$ cat config.mk
export PLATFORM = sky130hd
export DESIGN_NAME = fetch_top
export DESIGN_NICKNAME = d
export VERILOG_FILES = /design/src/design/fetch_pkg.sv /design/src/design/fetch_split.sv /design/src/design/fetch_sequencer.sv /design/src/design/fetch_top.sv
export SDC_FILE = /design/constraint.sdc
export NUM_CORES = 1
export LEC_CHECK = 0
export BUFFER_PORTS_ARGS = -buffer_cell sky130_fd_sc_hd__buf_4
export CAP_MARGIN = 25
export CORE_MARGIN = 2
export CORE_UTILIZATION = 45
export CTS_BUF_LIST = sky130_fd_sc_hd__clkbuf_8
export CTS_CLUSTER_SIZE = 24
export DETAILED_ROUTE_END_ITERATION = 10
export MAX_ROUTING_LAYER = met4
export PLACE_DENSITY = 0.72
export SLEW_MARGIN = 20
export SYNTH_ARGS = -nofsm -noshare
export SYNTH_HDL_FRONTEND = slang
export SYNTH_SLANG_ARGS = --single-unit
$ cat constraint.sdc
create_clock -name i_clk -period 16.8 [get_ports i_clk]
set_clock_uncertainty 0.15 [all_clocks]
set_input_delay 3.36 -clock i_clk [delete_from_list [all_inputs] [get_ports i_clk]]
set_output_delay 3.36 -clock i_clk [all_outputs]
set_load 0.05 [all_outputs]
$ cat src/design/fetch_pkg.sv
package fetch_pkg;

    // sv39 virtual addresses
    localparam int VADDR_W = 39;

    // one memory read is a 64-bit window, enough for two full instructions
    localparam int WINDOW_W = 64;

    // each decode slot carries up to one 32-bit instruction
    // a compressed instruction sits in the low 16 bits of its slot
    localparam int INST_W = 32;

    typedef logic [VADDR_W-1:0] vaddr_t;

    typedef logic [WINDOW_W-1:0] window_t;

    // first fetch address out of reset
    localparam vaddr_t RESET_ADDR = 39'h40_0000_0000;

    // major opcodes of the 32-bit control transfers
    localparam logic [6:0] OPC_BRANCH = 7'b1100011;
    localparam logic [6:0] OPC_JAL    = 7'b1101111;
    localparam logic [6:0] OPC_JALR   = 7'b1100111;

    // payload handed to decode
    // compressed has one bit per slot, bit 0 for inst0
    // count set means inst1 is a real instruction
    typedef struct packed {
        logic [INST_W-1:0] inst0;
        logic [INST_W-1:0] inst1;
        logic [1:0]        compressed;
        logic              count;
    } fetch_bundle_t;

    // sequencer states
    typedef enum logic [2:0] {
        // request sent last cycle, data may come back now
        FETCH = 3'h0,
        // still waiting on memory after a slow response
        CACHE = 3'h1,
        // decode stalled, latched bundle is shown
        VALID = 3'h2,
        // control transfer sent, waiting on the resolved target
        RESOL = 3'h3,
        // coming out of reset, nothing requested yet
        INIT  = 3'h4
    } fetch_state_t;

endpackage

$ cat src/design/fetch_split.sv
module fetch_split import fetch_pkg::*; (
    input  window_t       i_window,
    output fetch_bundle_t o_bundle,
    output logic          o_branched,
    output logic [3:0]    o_pc_step
);

    // predecode of one slot for control transfers
    // the slot is already aligned so bits 1:0 are the quadrant
    function automatic logic is_ctrl(input logic [INST_W-1:0] inst);
        logic [2:0] funct3;
        logic [4:0] rs1;
        logic [4:0] rs2;
        logic [6:0] opcode;
        logic       ctrl;
        // compressed field positions
        funct3 = inst[15:13];
        rs1    = inst[11:7];
        rs2    = inst[6:2];
        opcode = inst[6:0];
        ctrl   = 1'b0;
        case (inst[1:0])
            // quadrant 0 has only loads, stores and addi4spn
            2'b00: begin
                ctrl = 1'b0;
            end
            // c.j, c.beqz, c.bnez
            2'b01: begin
                ctrl = (funct3 == 3'b101) || (funct3 == 3'b110) || (funct3 == 3'b111);
            end
            // c.jr and c.jalr, rs2 zero keeps out c.mv and c.add
            // rs1 zero would be c.ebreak or reserved
            2'b10: begin
                ctrl = (funct3 == 3'b100) && (rs2 == 5'd0) && (rs1 != 5'd0);
            end
            // full 32-bit instruction
            default: begin
                ctrl = (opcode == OPC_BRANCH) || (opcode == OPC_JAL) || (opcode == OPC_JALR);
            end
        endcase
        return ctrl;
    endfunction

    logic [INST_W-1:0] inst0;
    logic [INST_W-1:0] inst1;
    logic              comp0;
    logic              comp1;
    logic              ctrl0;
    logic              ctrl1;
    logic              count;
    logic [3:0]        len0;
    logic [3:0]        len1;

    // slot 0 always starts at the window base
    assign inst0 = i_window[31:0];

    // anything but 11 in the low bits is a 16-bit instruction
    assign comp0 = inst0[1:0] != 2'b11;

    // slot 1 begins right after slot 0
    // if slot 0 is compressed, the top 16 bits of the window go unused
    assign inst1 = comp0 ? i_window[47:16] : i_window[63:32];

    assign comp1 = inst1[1:0] != 2'b11;

    assign ctrl0 = is_ctrl(inst0);
    assign ctrl1 = is_ctrl(inst1);

    // no speculation past a control transfer in slot 0
    // slot 1 is dropped and refetched after resolution
    assign count = !ctrl0;

    // byte length of each slot
    assign len0 = comp0 ? 4'd2 : 4'd4;
    assign len1 = comp1 ? 4'd2 : 4'd4;

    always_comb begin
        o_bundle.inst0      = inst0;
        // a dropped slot 1 goes out as zero
        o_bundle.inst1      = count ? inst1 : '0;
        o_bundle.compressed = {count & comp1, comp0};
        o_bundle.count      = count;
    end

    // either slot stops the fetch stream until the target comes back
    // when slot 0 transfers, slot 1 no longer matters
    assign o_branched = ctrl0 || ctrl1;

    // step is 2, 4, 6 or 8 bytes
    assign o_pc_step = count ? (len0 + len1) : len0;

endmodule

$ cat src/design/fetch_sequencer.sv
module fetch_sequencer import fetch_pkg::*; (
    input  logic          i_clk,
    input  logic          i_rst_n,
    input  logic          i_imem_valid,
    output logic          o_imem_ren,
    output vaddr_t        o_imem_raddr,
    input  fetch_bundle_t i_bundle,
    input  logic          i_branched,
    input  logic [3:0]    i_pc_step,
    input  logic          i_fetch_ready,
    output logic          o_fetch_valid,
    output fetch_bundle_t o_fetch_bundle,
    input  logic          i_branch_valid,
    input  vaddr_t        i_branch_target
);

    fetch_state_t  state;
    fetch_state_t  next_state;
    vaddr_t        pc;
    vaddr_t        next_pc;
    logic          started;
    logic          hold;
    logic          sent;
    logic          cur_branched;
    logic [3:0]    cur_step;
    fetch_bundle_t hold_bundle;
    logic          hold_branched;
    logic [3:0]    hold_step;

    // set on the first clock after reset is released
    // keeps INIT idle while reset is still asserted
    always_ff @(posedge i_clk or negedge i_rst_n) begin
        if (!i_rst_n) begin
            started <= 1'b0;
        end else begin
            started <= 1'b1;
        end
    end

    always_ff @(posedge i_clk or negedge i_rst_n) begin
        if (!i_rst_n) begin
            state <= INIT;
        end else begin
            state <= next_state;
        end
    end

    // pc is the address of the bundle in flight or on display
    always_ff @(posedge i_clk or negedge i_rst_n) begin
        if (!i_rst_n) begin
            pc <= RESET_ADDR;
        end else begin
            pc <= next_pc;
        end
    end

    // capture every returned window's predecode results
    // only read back in VALID, where no new data can arrive
    always_ff @(posedge i_clk) begin
        if (i_imem_valid) begin
            hold_bundle   <= i_bundle;
            hold_branched <= i_branched;
            hold_step     <= i_pc_step;
        end
    end

    // show the latched bundle while decode stalls
    assign hold = state == VALID;

    // live data only exists in the cycle memory answers
    assign o_fetch_valid  = i_imem_valid || hold;
    assign o_fetch_bundle = hold ? hold_bundle : i_bundle;

    // handshake with decode
    assign sent = o_fetch_valid && i_fetch_ready;

    // predecode of whatever bundle is on the output
    assign cur_branched = hold ? hold_branched : i_branched;
    assign cur_step     = hold ? hold_step : i_pc_step;

    always_comb begin
        next_state = state;
        case (state)
            // first request goes out one cycle after reset release
            INIT: begin
                next_state = started ? FETCH : INIT;
            end
            // waiting on memory
            // accepted straight away: fetch on, or wait for a target
            // not accepted: latch and stall
            FETCH, CACHE: begin
                if (i_imem_valid) begin
                    if (sent) begin
                        next_state = cur_branched ? RESOL : FETCH;
                    end else begin
                        next_state = VALID;
                    end
                end else begin
                    next_state = CACHE;
                end
            end
            // latched bundle waits for decode
            VALID: begin
                if (sent) begin
                    next_state = cur_branched ? RESOL : FETCH;
                end
            end
            // nothing moves until the branch unit reports the target
            RESOL: begin
                next_state = i_branch_valid ? FETCH : RESOL;
            end
            default: begin
                next_state = INIT;
            end
        endcase
    end

    // target only counts in RESOL
    // elsewhere the pc steps past an accepted bundle or stays put
    always_comb begin
        next_pc = pc;
        if (state == RESOL) begin
            if (i_branch_valid) begin
                next_pc = i_branch_target;
            end
        end else if (sent) begin
            next_pc = pc + vaddr_t'(cur_step);
        end
    end

    // one pulse per entry into FETCH
    // every path into FETCH either starts fresh or retires the
    // outstanding request in the same cycle
    // back-to-back on a one-cycle memory gives one bundle per clock
    assign o_imem_ren = next_state == FETCH;

    // request goes to the address the pc is about to take
    assign o_imem_raddr = next_pc;

endmodule

$ cat src/design/fetch_top.sv
module fetch_top import fetch_pkg::*; (
    input  logic          i_clk,
    input  logic          i_rst_n,
    // instruction memory
    output logic          o_imem_ren,
    output vaddr_t        o_imem_raddr,
    input  logic          i_imem_valid,
    input  window_t       i_imem_rdata,
    // decode
    output logic          o_fetch_valid,
    output fetch_bundle_t o_fetch_bundle,
    input  logic          i_fetch_ready,
    // branch resolution
    input  logic          i_branch_valid,
    input  vaddr_t        i_branch_target
);

    fetch_bundle_t split_bundle;
    logic          split_branched;
    logic [3:0]    split_step;

    // pure combinational look at the raw memory window
    fetch_split u_split (
        .i_window   (i_imem_rdata),
        .o_bundle   (split_bundle),
        .o_branched (split_branched),
        .o_pc_step  (split_step)
    );

    // control, pc and the hold register
    fetch_sequencer u_sequencer (
        .i_clk           (i_clk),
        .i_rst_n         (i_rst_n),
        .i_imem_valid    (i_imem_valid),
        .o_imem_ren      (o_imem_ren),
        .o_imem_raddr    (o_imem_raddr),
        .i_bundle        (split_bundle),
        .i_branched      (split_branched),
        .i_pc_step       (split_step),
        .i_fetch_ready   (i_fetch_ready),
        .o_fetch_valid   (o_fetch_valid),
        .o_fetch_bundle  (o_fetch_bundle),
        .i_branch_valid  (i_branch_valid),
        .i_branch_target (i_branch_target)
    );

endmodule

==> results.json, run 1 <==
{
  "status": "finished clean",
  "cp.arrival_ns": 7.88,
  "syn_inst": 674,
  "die_w_um": 123,
  "cp_max_fo": 43,
  "gp_congestion": 0.942,
  "fill_cells": 1187,
  "wirelength_um": 19100,
  "post_dp_cell_area_um2": 8070,
  "rsz0062_at_grt": "false",
  "antennaDiodeCount": 0,
  "first_global_vias": 5741,
  "hpwl_um": 13600,
  "drv_cap": 0,
  "wl_per_cell_um": 17.9,
  "ir_drop_mv": 0.126,
  "syn_nets": 788,
  "clock_latency_ns": 0.44,
  "vias_per_cell": 5.66,
  "place_inst": 1034,
  "period_share": 0.678,
  "core.rowCount": 43,
  "vias": 6040,
  "overflow": 0,
  "seq_area_frac_synth": 0.506,
  "synth_area_um2": 6340,
  "clk_pin_slew_ns": 0.07,
  "max_freq_mhz": 87.8,
  "grt_first_pass_wirelength_um": 28800,
  "crit_type": "in -> out",
  "numCtsBuffers": 17,
  "critPathLaunchType": "primary input",
  "ant_nets": 0,
  "hold_path.class": "reg -> reg",
  "yosys.area_share.simple": 0.230,
  "required_ns": 13.29,
  "hold_slack_ns": 0.332,
  "drive_gt1_frac": 0.339,
  "htreeDepth": 4,
  "core_um2": 13800,
  "p_leak_nw": 3.83,
  "die_h_um": 123,
  "cts_tree": "yes",
  "layout.cells.non_filler": 1067,
  "slew_violations": 0,
  "boundaryPins": 216,
  "synthXorXnorAreaFrac": 0,
  "synth.area.mux_share": 0.0616,
  "max_slew.worst_pin.slew_ns": 0.988,
  "synth-edff-count": 71,
  "final_net_count": 988,
  "syn_area_per_cell_um2": 9.41,
  "area_delta_synth_final_pct": 34.8,
  "power_density_nw_per_um2": 195,
  "route.detailed.drc": 0,
  "cts_resized": 0,
  "cts_num_sinks": 114,
  "worst_slack_ns": 5.41,
  "setup.worst_path.end_class": "output port",
  "drt_iter0_markers": 459,
  "clockBufferDepth": 2,
  "ys_seq_elements": 114,
  "cts_root_buffer": "clkbuf_8",
  "drt_pass1_iterations": 5,
  "grt_max_degree": 75,
  "cts_hold_buffers": 0,
  "synth_adder_area_share": 0.0130,
  "final_util": 0.618,
  "portBuffers": 215,
  "synthFlopType": "edfxtp_1",
  "start_util": 0.459,
  "fin_tns_setup_ns": 0,
  "antenna_found_initial": 0,
  "cts_setup_buffers": 0,
  "finalPower_mw": 1.67,
  "synth_compound_area_frac": 0.153,
  "relSlewSlack": 0.341,
  "post-place-ws_ns": 5.12,
  "fin_area_um2": 8550,
  "yosysWarnings": 0,
  "setup_viol": 0,
  "synth_top_family_by_area": "simple AND/OR/NAND/NOR gates",
  "min_period_ns": 11.39,
  "gr-usage-all-layers": 0.255,
  "yosys.cell_types.count": 67,
  "dieArea_um2": 15100,
  "synthArstFlopShare": 0.377,
  "hold_violations": 0
}
==> cells in the final DEF (no fill, tap or decap), drive strengths merged, types with 10 or more instances in the layout <==
cell,synthesis,final
nor2,36,36
and3,11,11
nand2,191,191
a21oi,54,54
clkbuf,28,17
dfrtp,41,41
a211oi,14,14
nand3,19,19
nor3,12,12
edfxtp,71,71
a311oi,10,10
o21ai,15,15
mux2,32,32
buf,13,222
inv,16,17
==> cells by family after synthesis <==
logic type	after synthesis
muxes	35
AOI/OAI and AO/OA	145
adders and majority gates	6
buffers and inverters	57
DFF	114
other	1
and+or+nand+nor	316
==> final timing paths <==
kind	startpoint	endpoint	slack, ns	cells after the start
min in group asynchronous	i_rst_n	u_sequencer.pc[12]	2.77	1
hold reg to reg	u_sequencer.pc[0]	u_sequencer.pc[0]	0.33	2
hold / removal	u_sequencer.pc[0]	u_sequencer.pc[0]	0.33	2
max in group asynchronous	i_rst_n	u_sequencer.pc[32]	13.34	1
setup reg to reg	u_sequencer.state[1]	u_sequencer.pc[37]	12.91	13
setup / recovery	i_imem_rdata[1]	o_imem_raddr[37]	5.41	20
==> worst max-delay path, stage by stage <==
cell and delay, ns:
buf_4 0.12, and2_1 0.14, buf_4 0.37, inv_1 0.34, nand3_1 0.17, o21a_1 0.17
inv_1 0.09, ha_1 0.28, nor2_1 0.05, o31ai_1 0.22, ha_1 0.21, inv_1 0.06
fa_1 0.40, nor2b_1 0.22, o211ai_1 0.22, nor2_2 0.37, and3_1 0.37, a211oi_1 0.11
a211oi_1 0.34, buf_4 0.26
==> synth_stat cells (all sizes together), types with 3 or more instances <==
| cell | instances | share of area |
|---|---|---|
| a221o | 3 | 0.0047 |
| o31ai | 3 | 0.0036 |
| dfrtp | 41 | 0.16 |
| nand4 | 8 | 0.0089 |
| and2 | 6 | 0.0059 |
| clkbuf | 28 | 0.017 |
| nor3 | 12 | 0.013 |
| nor2 | 36 | 0.022 |
| o211ai | 9 | 0.011 |
| mux2i | 3 | 0.0047 |
| or3 | 6 | 0.0059 |
| nor4 | 3 | 0.0053 |
| nand2b | 3 | 0.0030 |
| a21oi | 54 | 0.043 |
| and3 | 11 | 0.011 |
| and4 | 4 | 0.0055 |
| ha | 5 | 0.0099 |
| o21ai | 15 | 0.012 |
| buf | 13 | 0.0097 |
| nand2 | 191 | 0.11 |
| or2 | 4 | 0.0039 |
| nand3 | 19 | 0.015 |
| edfxtp | 71 | 0.34 |
| a21o | 4 | 0.0047 |
| nor2b | 4 | 0.0039 |
| mux2 | 32 | 0.057 |
| a211oi | 14 | 0.017 |
| o22ai | 6 | 0.0059 |
| a311oi | 10 | 0.014 |
| a31oi | 3 | 0.0030 |
| inv | 16 | 0.0095 |
==> sequential cells by signal, indices dropped and copies added, names as in the netlist <==
| register | count |
|---|---|
| u_sequencer.hold_bundle | 67 |
| u_sequencer.pc | 39 |
| u_sequencer.hold_step | 3 |
| u_sequencer.state | 3 |
| u_sequencer.hold_branched | 1 |
| u_sequencer.started | 1 |
==> where the power goes <==
group | total, mW | internal (mW) | switching [mW]
registers | 0.415 | 0.364 | 0.0507
logic | 0.951 | 0.285 | 0.665
clock network | 0.300 | 0.188 | 0.112
==> final cells by class <==
type	count	area [um^2]	share of cell area
Inverter	16	60.1	0.00702
Tap cell	180	225	0.0263
Timing Repair Buffer	222	1690	0.198
Clock buffer	17	234	0.0274
Multi-Input combinational cell	503	2910	0.340
Clock inverter	15	220	0.0257
Sequential cell	114	3210	0.375
==> layer usage <==
layer / track usage / routed length (um) / vias up
li1: - / - / 2837
met1: 0.311 / 7720 / 2883
met2: 0.407 / 9230 / 275
met3: 0.0688 / 1620 / 45
met4: 0.0905 / 486 / 0
met5: - / 0 / -
Note: power is estimated with default switching activity, not from simulation.
==> inputs of run 2 (changes only) <==
--- a/config.mk
+++ b/config.mk
@@ -13,7 +13,7 @@
 export CTS_CLUSTER_SIZE = 24
 export DETAILED_ROUTE_END_ITERATION = 10
 export MAX_ROUTING_LAYER = met4
-export PLACE_DENSITY = 0.72
+export PLACE_DENSITY = 0.75
 export SLEW_MARGIN = 20
 export SYNTH_ARGS = -nofsm -noshare
 export SYNTH_HDL_FRONTEND = slang
==> constraint.sdc (replaced) <==
create_clock -name i_clk -period 9.65 [get_ports i_clk]
set_clock_uncertainty 0.15 [all_clocks]
set_input_delay 1.93 -clock i_clk [delete_from_list [all_inputs] [get_ports i_clk]]
set_output_delay 1.93 -clock i_clk [all_outputs]
set_load 0.05 [all_outputs]
==> results.json, run 2 (synthesis gave the netlist of run 1 again) <==
{
  "status": "finished clean",
  "critPathLaunchType": "primary input",
  "cts_setup_buffers": 0,
  "final_net_count": 987,
  "core_um2": 13800,
  "wl_per_cell_um": 17.1,
  "max_slew.worst_pin.slew_ns": 0.960,
  "setup_viol": 0,
  "first_global_vias": 5593,
  "ir_drop_mv": 0.247,
  "cts_resized": 0,
  "worst_slack_ns": 1.54,
  "wirelength_um": 18200,
  "boundaryPins": 216,
  "cpLargestDelayFamily": "simple AND/OR/NAND/NOR gates",
  "ant_nets": 0,
  "hpwl_um": 12700,
  "final_common_cell": "buf_4",
  "overflow": 0,
  "r2r_slack_ns": 5.77,
  "drv_cap": 0,
  "top_register": "u_sequencer.hold_bundle",
  "relSlewSlack": 0.360,
  "fin_area_um2": 8460,
  "clock_latency_ns": 0.43,
  "die_h_um": 123,
  "rsz0062_at_grt": "false",
  "hold_start": "u_sequencer.pc[0]",
  "hold_violations": 0,
  "setup.worst_path.end_class": "output port",
  "dieArea_um2": 15100,
  "cts_num_sinks": 114,
  "vias": 5874,
  "required_ns": 7.57,
  "path_cells": "buf_4 -> and2_1 -> inv_1 -> buf_4 -> o21a_1 -> inv_1 -> ha_1 -> nor2_1 -> o31ai_1 -> ha_1 -> inv_1 -> fa_1 -> nor2b_1 -> o211ai_1 -> nor2_2 -> and3_1 -> a211oi_1 -> a311oi_1 -> buf_4",
  "hold_depth": 2,
  "drt_iter0_markers": 513,
  "gr-usage-all-layers": 0.248,
  "post_dp_cell_area_um2": 8060,
  "period_share": 0.840,
  "r2r-end": "u_sequencer.pc[35]",
  "reg.largest.list": "u_sequencer.hold_bundle x67, u_sequencer.pc x39",
  "min_period_ns": 8.11,
  "grt_max_degree": 77,
  "grt_first_pass_wirelength_um": 28100,
  "met1Wirelength_um": 7850,
  "gp_congestion": 0.886,
  "p_leak_nw": 3.78,
  "hold_path.class": "reg -> reg",
  "numCtsBuffers": 17,
  "slowest_stage": "fa_1",
  "power_density_nw_per_um2": 332,
  "fin_tns_setup_ns": 0,
  "drive_gt1_frac": 0.339,
  "clk_pin_slew_ns": 0.07,
  "drt_pass1_iterations": 5,
  "slew_violations": 0,
  "min_to": "u_sequencer.pc[0]",
  "crit_buf_inv": 6,
  "antennaDiodeCount": 0,
  "start_util": 0.459,
  "final_cell_mix": "220 x buf_4, 189 x nand2_1, 71 x edfxtp_1",
  "crit_type": "in -> out",
  "vias_per_cell": 5.51,
  "top_layer": "met4",
  "core.rowCount": 43,
  "largest_register_ffs": 67,
  "cts_root_buffer": "clkbuf_8",
  "antenna_found_initial": 0,
  "area_delta_synth_final_pct": 33.4,
  "clockBufferDepth": 2,
  "max_stage_delay_ns": 0.39,
  "die_w_um": 123,
  "cp_max_fo": 38,
  "post-place-ws_ns": 1.59,
  "reg2regPathDepth": 13,
  "routed-wl-met3_um": 1300,
  "htreeDepth": 4,
  "route.detailed.drc": 0,
  "cts_hold_buffers": 0,
  "portBuffers": 215,
  "cp.arrival_ns": 6.03,
  "max_freq_mhz": 123,
  "wl_met2_um": 8720,
  "cts_tree": "yes",
  "r2r_start": "u_sequencer.state[1]"
}
run 2: worst reg2reg max path, stage by stage, from the launching register on:
cell      delay [ns]
dfrtp_1         0.48
nor3b_4         0.22
buf_4           0.42
nand2_1         0.14
o31ai_1         0.09
ha_1            0.21
inv_1           0.06
fa_1            0.39
nor2b_1         0.21
o211ai_1        0.21
nor2_2          0.38
and3_1          0.38
a211oi_1        0.12
a311oi_1        0.30
run 2: routing by layer:
layer / track usage / up-vias
met2: 0.388 / 220
li1: - / 2839
met1: 0.313 / 2787
met5: - / -
met4: 0.0740 / 0
met3: 0.0688 / 28
run 2: stage by stage:
step | power [mW] | hold slack (ns) | util | cells
floorplan | 1.88 | 0.377 | - | 674
global placement | 2.35 | 0.307 | 0.583 | 1033
detailed placement | 2.36 | 0.313 | 0.583 | 1033
CTS | 2.82 | 0.333 | 0.611 | 1065
global route | 2.94 | 0.358 | 0.612 | 1066
finish | 2.81 | 0.325 | 0.612 | 1066
run 2: cell type report:
class | instances | area, um^2
Multi-Input combinational cell | 503 | 2910
Clock inverter | 15 | 151
Fill cell | 1240 | 5370
Inverter | 16 | 60.1
Tap cell | 180 | 225
Clock buffer | 17 | 234
Timing Repair Buffer | 221 | 1670
Sequential cell | 114 | 3210
run 2: how the worst max path moves through the flow:
| stage | startpoint | endpoint | slack (ns) | cells after the start |
|---|---|---|---|---|
| floorplan | i_imem_rdata[1] | o_imem_raddr[35] | 1.53 | 19 |
| global placement | i_imem_rdata[1] | o_imem_raddr[37] | 1.66 | 19 |
| detailed placement | i_imem_rdata[1] | o_imem_raddr[37] | 1.59 | 19 |
| CTS | i_imem_rdata[1] | o_imem_raddr[37] | 1.53 | 19 |
| global route | i_imem_rdata[1] | o_imem_raddr[37] | 1.30 | 19 |
| finish | i_imem_rdata[1] | o_imem_raddr[35] | 1.54 | 19 |
run 2: where the power goes:
part / internal [mW] / leakage, nW / switching, mW
Sequential: 0.634 / 1.19 / 0.0858
Clock: 0.248 / 0.200 / 0.197
Combinational: 0.495 / 2.39 / 1.15
==> inputs of run 3 (changes only) <==
==> constraint.sdc (replaced) <==
create_clock -name i_clk -period 6.6 [get_ports i_clk]
set_clock_uncertainty 0.15 [all_clocks]
set_input_delay 1.32 -clock i_clk [delete_from_list [all_inputs] [get_ports i_clk]]
set_output_delay 1.32 -clock i_clk [all_outputs]
set_load 0.05 [all_outputs]
==> results.json, run 3 (synthesis gave the netlist of run 1 again) <==
{
  "max_slew.worst_pin.slew_ns": 0.930,
  "max_stage_delay_ns": 0.42,
  "largest_register_ffs": 67,
  "min_period_ns": 6.25,
  "rsz0062_at_grt": "false",
  "reg2regPathDepth": 10,
  "drv_cap": 0,
  "hold_depth": 2,
  "max_freq_mhz": 160,
  "die_w_um": 123,
  "start_util": 0.459,
  "ir_drop_mv": 0.398,
  "grt_max_degree": 75,
  "area_delta_synth_final_pct": 35.1,
  "slew_violations": 0,
  "pwr-share-comb": 0.582,
  "core.rowCount": 43,
  "clockBufferDepth": 2,
  "vias": 5948,
  "hpwl_um": 12900,
  "antenna_found_initial": 0,
  "drt_pass1_iterations": 5,
  "core_um2": 13800,
  "wl_per_cell_um": 17.1,
  "crit_type": "in -> out",
  "grt_first_pass_wirelength_um": 28000,
  "die_h_um": 123,
  "clock_latency_ns": 0.44,
  "period_share": 0.948,
  "final_net_count": 991,
  "setup.worst_path.end_class": "output port",
  "ant_nets": 0,
  "hold_slack_ns": 0.330,
  "final_cell_mix": "224 x buf_4, 190 x nand2_1, 71 x edfxtp_1",
  "htreeDepth": 4,
  "portBuffers": 215,
  "cp_max_fo": 6,
  "wirelength_um": 18300,
  "top_register": "u_sequencer.hold_bundle",
  "p_switching_mw": 2.10,
  "swShare": 0.504,
  "numCtsBuffers": 17,
  "first_global_vias": 5560,
  "crit_buf_inv": 6,
  "required_ns": 5.13,
  "intPower_mw": 2.07,
  "cts_tree": "yes",
  "cts_root_buffer": "clkbuf_8",
  "slowest_stage": "or3_1",
  "drive_gt1_frac": 0.357,
  "route.detailed.drc": 0,
  "gp_congestion": 0.886,
  "cpLargestDelayFamily": "compound AO/OA/AOI/OAI gates",
  "overflow": 0,
  "r2r_slack_ns": 3.07,
  "final_common_cell": "buf_4",
  "gr-usage-all-layers": 0.249,
  "boundaryPins": 216,
  "critPathLaunchType": "primary input",
  "path_cells": "buf_4 -> and2_2 -> inv_1 -> o21a_1 -> inv_1 -> ha_1 -> nor2_1 -> o31ai_1 -> ha_1 -> inv_1 -> fa_1 -> nor2b_2 -> o211ai_1 -> buf_4 -> or3_1 -> o211ai_1 -> o311ai_2 -> buf_4",
  "antennaDiodeCount": 0,
  "vias_per_cell": 5.56,
  "hold_path.class": "reg -> reg",
  "hold_violations": 0,
  "drt_iter0_markers": 439,
  "cts_setup_buffers": 0,
  "p_leak_nw": 3.82,
  "setup_viol": 0,
  "cts_num_sinks": 114,
  "reg.largest.list": "u_sequencer.hold_bundle x67, u_sequencer.pc x39",
  "p_clk_frac": 0.166,
  "clk_pin_slew_ns": 0.07,
  "relSlewSlack": 0.377,
  "r2r-end": "u_sequencer.pc[32]",
  "post_dp_cell_area_um2": 8140,
  "seq_power_share": 0.253,
  "min_to": "u_sequencer.pc[0]",
  "status": "finished clean",
  "hold_start": "u_sequencer.pc[0]",
  "fin_area_um2": 8570,
  "r2r_start": "u_sequencer.state[1]",
  "cp.arrival_ns": 4.78,
  "power_density_nw_per_um2": 486,
  "fin_tns_setup_ns": 0,
  "dieArea_um2": 15100
}
==> run 3: cell count changes in the layout (fill, tap and decap cells not counted), moves of 4 or more <==
cell / change
a211oi_1: -4
a311oi_2: +4
a211oi_2: +4
a311oi_1: -4
buf_4: +4
==> run 3: final cells by class <==
cell class	instances	area, um^2
fillers	1191	5260
flip-flops and latches	114	3210
multi-input cells	503	2970
repair buffers	225	1690
clock buffers	17	234
well taps	180	225
clock inverters	15	175
inverters	16	60.1
==> run 3: worst reg2reg max path, cell delays in order, from the launching register on <==
cell and delay, ns:
dfrtp_1 0.48, nor3b_4 0.48, buf_4 0.43, nand2_1 0.10
o31ai_1 0.10, ha_1 0.32, a21oi_1 0.46, nor3_2 0.19
and3_1 0.27, a311oi_1 0.30, a211oi_1 0.12
==> run 3: per-layer routing <==
layer,global-route usage,up-vias,part of all wire
met4,0.103,0,0.028
li1,-,2843,-
met5,-,-,0
met1,0.326,2813,0.42
met3,0.0697,39,0.081
met2,0.365,253,0.47
==> run 3: repair_timing <==
| item | 4_1_cts | 5_1_grt |
|---|---|---|
| hold buffers | 0 | 0 |
| endpoints found under the setup margin | 0 | 9 |
| hold endpoints to repair | 0 | 0 |
| resized for setup | 0 | 5 |
==> run 3: worst max path at each step <==
stage / from / to / slack, ns / cells past startpoint
after floorplan: i_imem_rdata[8] / o_imem_raddr[31] / 0.008 / 15
after global placement: i_imem_rdata[0] / o_imem_raddr[35] / 0.31 / 19
after detailed placement: i_imem_rdata[0] / o_imem_raddr[37] / 0.20 / 19
after CTS: i_imem_rdata[0] / o_imem_raddr[37] / 0.16 / 19
after global routing: i_imem_rdata[0] / o_imem_raddr[21] / 0.06 / 19
final: i_imem_rdata[1] / o_imem_raddr[21] / 0.35 / 18
==> run 3: metrics by stage <==
step                      std cells  setup slack (ns)   util  total power, mW
final                          1070             0.345  0.620             4.17
after global routing           1070            0.0604  0.620             4.37
after CTS                      1069             0.162  0.618             4.18
after detailed placement       1037             0.196  0.589             3.48
after global placement         1037             0.313  0.589             3.46
after floorplan                 674           0.00824      -             2.78
==> run 3: power by group through the flow <==
stage	Clock, mW	Combinational (mW)	Sequential (mW)
detailed placement	0	2.42	1.06
global placement	0	2.41	1.06
global route	0.736	2.56	1.07
floorplan	0	1.75	1.03
finish	0.691	2.43	1.05
CTS	0.703	2.43	1.05
